<file path="src/common/mul_pkg.sv">
`default_nettype none

package mul_pkg;

  // operand width used when the top level is not overridden
  localparam int xlen_default = 64;

  // radix-4 booth rows, one extra window for the unsigned case
  function automatic int pp_rows(int xlen);
    return xlen / 2 + 1;
  endfunction

  // rows left after one 3:2 level, leftovers pass through
  function automatic int csa_rows_out(int rows_in);
    return (rows_in / 3) * 2 + rows_in % 3;
  endfunction

  // levels needed to bring a row set down to a sum/carry pair
  function automatic int tree_levels(int rows_in);
    int n;
    int lvl;
    n = rows_in;
    lvl = 0;
    while (n > 2) begin
      n = csa_rows_out(n);
      lvl++;
    end
    return lvl;
  endfunction

  // middle tree register sits behind the fourth level
  localparam int reg_after_level = 4;

  // capture to result, in clock edges
  localparam int pipe_latency = 4;
  localparam int cnt_w = $clog2(pipe_latency);

endpackage

`default_nettype wire
</file>
<file path="src/rtl/mul_ctrl.sv">
`timescale 1ns/1ps
`default_nettype none

module mul_ctrl #(
  parameter int XLEN = mul_pkg::xlen_default
) (
  input  wire logic              clk,
  input  wire logic              rst,
  input  wire logic              req_i,
  input  wire logic              rs1_signed_i,
  input  wire logic              rs2_signed_i,
  input  wire logic [XLEN-1:0]   rs1_i,
  input  wire logic [XLEN-1:0]   rs2_i,
  input  wire logic [2*XLEN-1:0] sum_i,
  output logic      [XLEN-1:0]   op_a_o,
  output logic      [XLEN-1:0]   op_b_o,
  output logic                   op_a_signed_o,
  output logic                   op_b_signed_o,
  output logic                   done_o,
  output logic      [2*XLEN-1:0] product_o
);

  localparam int cw = mul_pkg::cnt_w;
  localparam logic [cw-1:0] cnt_last = cw'(mul_pkg::pipe_latency - 1);

  typedef enum logic {
    st_idle,
    st_busy
  } state_t;

  state_t        state_q;
  logic [cw-1:0] cnt_q;

  always_ff @(posedge clk) begin
    if (rst) begin
      state_q       <= st_idle;
      cnt_q         <= '0;
      done_o        <= 1'b0;
      product_o     <= '0;
      op_a_o        <= '0;
      op_b_o        <= '0;
      op_a_signed_o <= 1'b0;
      op_b_signed_o <= 1'b0;
    end else begin
      // done is a single-cycle pulse
      done_o <= 1'b0;
      case (state_q)
        st_idle: begin
          cnt_q <= '0;
          if (req_i) begin
            state_q       <= st_busy;
            op_a_o        <= rs1_i;
            op_b_o        <= rs2_i;
            op_a_signed_o <= rs1_signed_i;
            op_b_signed_o <= rs2_signed_i;
          end
        end
        st_busy: begin
          if (!req_i) begin
            // aborted, result register keeps the old product
            state_q <= st_idle;
          end else begin
            cnt_q <= cnt_q + 1'b1;
            if (cnt_q == cnt_last) begin
              product_o <= sum_i;
              done_o    <= 1'b1;
              state_q   <= st_idle;
            end
          end
        end
        default: begin
          state_q <= st_idle;
        end
      endcase
    end
  end

endmodule

`default_nettype wire

</file>
<file path="config.mk">
export PLATFORM = sky130hd
export DESIGN_NAME = mul_ctrl
export DESIGN_NICKNAME = d
export VERILOG_FILES = /design/src/common/mul_pkg.sv /design/src/rtl/mul_ctrl.sv
export SDC_FILE = /design/constraint.sdc
export NUM_CORES = 1
export LEC_CHECK = 0
export ABC_CLOCK_PERIOD_IN_PS = 4200
export BUFFER_PORTS_ARGS = -buffer_cell sky130_fd_sc_hd__buf_2
export CELL_PAD_IN_SITES_DETAIL_PLACEMENT = 1
export CELL_PAD_IN_SITES_GLOBAL_PLACEMENT = 1
export CORE_AREA = 3 3 203 205
export DETAILED_ROUTE_END_ITERATION = 6
export DIE_AREA = 0 0 206 208
export GPL_TIMING_DRIVEN = 0
export PLACE_DENSITY = 0.71
export SLEW_MARGIN = 40
export SYNTH_ARGS = -nofsm -noshare
export SYNTH_HDL_FRONTEND = slang
export SYNTH_SLANG_ARGS = --single-unit
</file>
<file path="constraint.sdc">
create_clock -name clk -period 4.2 [get_ports clk]
set_clock_uncertainty 0.05 [all_clocks]
set_input_delay 0.42 -clock clk [delete_from_list [all_inputs] [get_ports clk]]
set_output_delay 0.42 -clock clk [all_outputs]
set_load 0.005 [all_outputs]
</file>
==> reports/metrics.csv <==
stage;metric;value;unit
status;outcome;finished, final reports clean;
critical_path;crit_buf_inv;2;
layout;fin_nets;1947;
die;die_w;206;microns
critical_path;slowest_stage;dfxtp_1;
synth;synth_flop_cell;dfxtp_1;
sta;max_freq;589.7;MHz
sta;fin_setup_tns;0;ns
drt;drt_iter0_markers;409;
critical_path;worstPathArrival;2.13;ns
synth;synth_xor_area_frac;0.0009477;
sta;fin_crit_sh;0.4038;
critical_path;endpoint_kind;register;
global_route;grt_max_degree;15;
global_route;antenna_found_initial;6;
min_path;hp-class;in2reg;
drt;drc;0;
min_path;min_path_cells;3;
placement;post-dp-hpwl;31000;microns
critical_path;path_cells;ha_1, nand3_1, buf_2, buf_2, nand2_1, a21oi_2;
synth;yosysMostFrequentCell;nand2_1;
drt;ant_nets;0;
synth;synth.avg_cell_area;8.135;sq um
synth;synth_edf_count;0;
global_route;grt_usage;0.1707;
synth;yosysTopAreaCellShare;0.5676;
cts;insertion_delay;0.56;ns
die;core;39640;sq um
synth;yosys.area_share.simple;0.2178;
synth;synth_top_family_by_area;simple AND/OR/NAND/NOR gates;
critical_path;worstSetupStartpointType;register;
sta;worst-slew-pin-transition;0.7927;ns
synth;yosys_warnings;0;
layout;syn_to_final_growth;47.43;%
placement;placed_area;12490;sq um
sta;maxSlewViolCount;0;
global_route;grt_pass1_vias;9949;
min_path;worstHoldEndpoint;product_o[67];
layout;design_area;13620;sq um
synth;synth_cell_types;22;
die;rows;73;
synth;synth_area_leaders;dfxtp_1, nand2_1, a21oi_1;
synth;synthMuxAreaShare;0.001083;
die;dieArea;42850;sq um
placement;portBuffers;517;
cts;post_cts_buffers;0;
cts;ctsResizeCount;0;
critical_path;cp_data_required_time;4.64;ns
sta;rsz0062_at_grt;false;
synth;synth_compound_area_frac;0.1507;
drt;wl;39020;microns
layout;final_core_util;0.3437;
drt;vias;9700;
synth;syn_inst;1136;
die;initial_core_util;0.2331;
cts;cts_buffers;30;
critical_path;r2r_start;cnt_q[0];
cts;cts_buffer_depth;3;
critical_path;crit_fanout;10;
critical_path;reg2reg_to;product_o[51];
sta;setup_viol;0;
synth;async_flop_share;0;
global_route;overflow;0;
synth;yosysTopAreaCell;dfxtp_1;
run;maxCapViolations;0;
cts;cts.sinks;262;
pwr;power_density;437.8;nW/um^2
cts;cts.clk_slew.worst_paths;0.06;ns
synth;synth-seq-area-share;0.5676;
critical_path;r2r.worst_path.cells;6;
min_path;hp-start;sum_i[67];
critical_path;cpMostUsedCell;buf_2;
pwr;leakage;6.185;nW
cts;h-tree-depth;1;
synth;synthAdderAreaFrac;0.001354;
drt;dr.pass1.iters;4;
synth;synth_common_cells;nand2_1, dfxtp_1, a21oi_1;
placement;place_congestion;0.8313;
die;ios;520;
pwr;irDropWorstVdd;0.0002815;V
critical_path;r2r_slack;2.50;ns
synth;syn-num-nets;1398;
layout;drive_above_1_share;0.3899;
sta;setup_slack;2.504;ns
sta;relSlewSlack;0.4715;
synth;syn_area;9241;sq um
die;die_h;208;microns
sta;min_period;1.696;ns
critical_path;max_stage_delay;0.32;ns
drt;wire_per_inst;17.43;microns
drt;viasPerCell;4.334;
global_route;grt_first_pass_wirelength;57650;microns
cts;postCtsHoldBufs;0;
critical_path;crit_type;reg2reg;
layout;n_fill_cell;4995;
sta;hold_viol_final;0;
synth;yosys_register_bits;262;
cts;cts_tree;done;
placement;pre_cts_slack;2.339;ns
critical_path;crit_family;buffers and inverters;
cts;root_buffer;clkbuf_16;
-- how the worst max path moves through the flow --
| stage | to | cells past startpoint | startpoint | slack [ns] |
|---|---|---|---|---|
| 2_1_floorplan | product_o[42] | 4 | rst | 2.81 |
| 3_3_place_gp | product_o[123] | 4 | rst | 2.16 |
| 3_5_place_dp | product_o[45] | 4 | rst | 2.34 |
| 4_1_cts | product_o[45] | 6 | cnt_q[0] | 2.44 |
| 5_1_grt | product_o[45] | 6 | cnt_q[0] | 2.36 |
| 6_report | product_o[51] | 6 | cnt_q[0] | 2.50 |
-- placed cells by master, fill, tap and decap left out, drive strengths merged --
cell and count:
buf 578, nand2 517, dfxtp 262, a21oi 258, clkbuf 67, bufinv 6
diode 5, clkinvlp 5, nor2 3, nand2b 2, clkinv 2, and2b 1
and3 1, nand3 1, xnor2 1, inv 1, a211oi 1, mux2i 1
ha 1
-- registers in the layout, indices dropped and copies added (netlist names) --
| register | cells |
|---|---|
| product_o | 128 |
| op_b_o | 64 |
| op_a_o | 64 |
| op_a_signed_o | 1 |
| cnt_q | 2 |
| state_q | 1 |
| done_o | 1 |
| op_b_signed_o | 1 |
-- tightest hold or removal path: cells and delay by family --
family / cells / cell delay, ns
buffers and inverters: 1 / 0.10
AND/OR/NAND/NOR: 1 / 0.05
AO/OA/AOI/OAI: 1 / 0.04
-- logic make-up (layout without fill, tap and decap cells) --
logic type | count (synthesis) | in the layout
and+or+nand+nor | 525 | 525
adders and majority gates | 1 | 1
buffers and inverters | 87 | 659
AOI/OAI and AO/OA | 259 | 259
other | 0 | 5
DFF | 262 | 262
xor gates and xnor gates | 1 | 1
muxes | 1 | 1
-- power breakdown --
part	switching, W	internal (W)	leakage (nW)	total, W
Clock	0.00108	0.00185	0.536	0.00293
Sequential	0.0000376	0.00256	2.13	0.00259
Combinational	0.000246	0.000196	3.52	0.000442
-- layout make-up --
type                            instances  area [sq um]  area share
Sequential cell                       262          5245      0.3850
Multi-Input combinational cell        787          3437      0.2523
Timing Repair Buffer                  517          2587      0.1899
Clock buffer                           42         897.1     0.06585
Tap cell                              525         656.9     0.04821
Buffer                                 86         556.8     0.04087
Clock inverter                         13         227.7     0.01671
Antenna cell                            5         12.51   0.0009184
Inverter                                1         3.754   0.0002755
-- routing by layer --
metal  vias up  part of all wire  global-route usage
met2       305              0.49              0.2981
met1      4570              0.40              0.2038
met5         -           0.00069                   0
met3        77             0.073             0.04475
li1       4744                 -                   -
met4         4             0.032             0.05337
-- stage by stage --
stage / power [W] / hold slack (ns) / std cells
finish: 0.005964 / 0.03843 / 2238
global route: 0.006232 / -0.0009656 / 2238
CTS: 0.006058 / 0.002631 / 2233
detailed placement: 0.003094 / 0.3935 / 2178
global placement: 0.003081 / 0.3891 / 2178
floorplan: 0.002815 / 0.4027 / 1136
No activity file was read; power rests on OpenSTA's default activity.
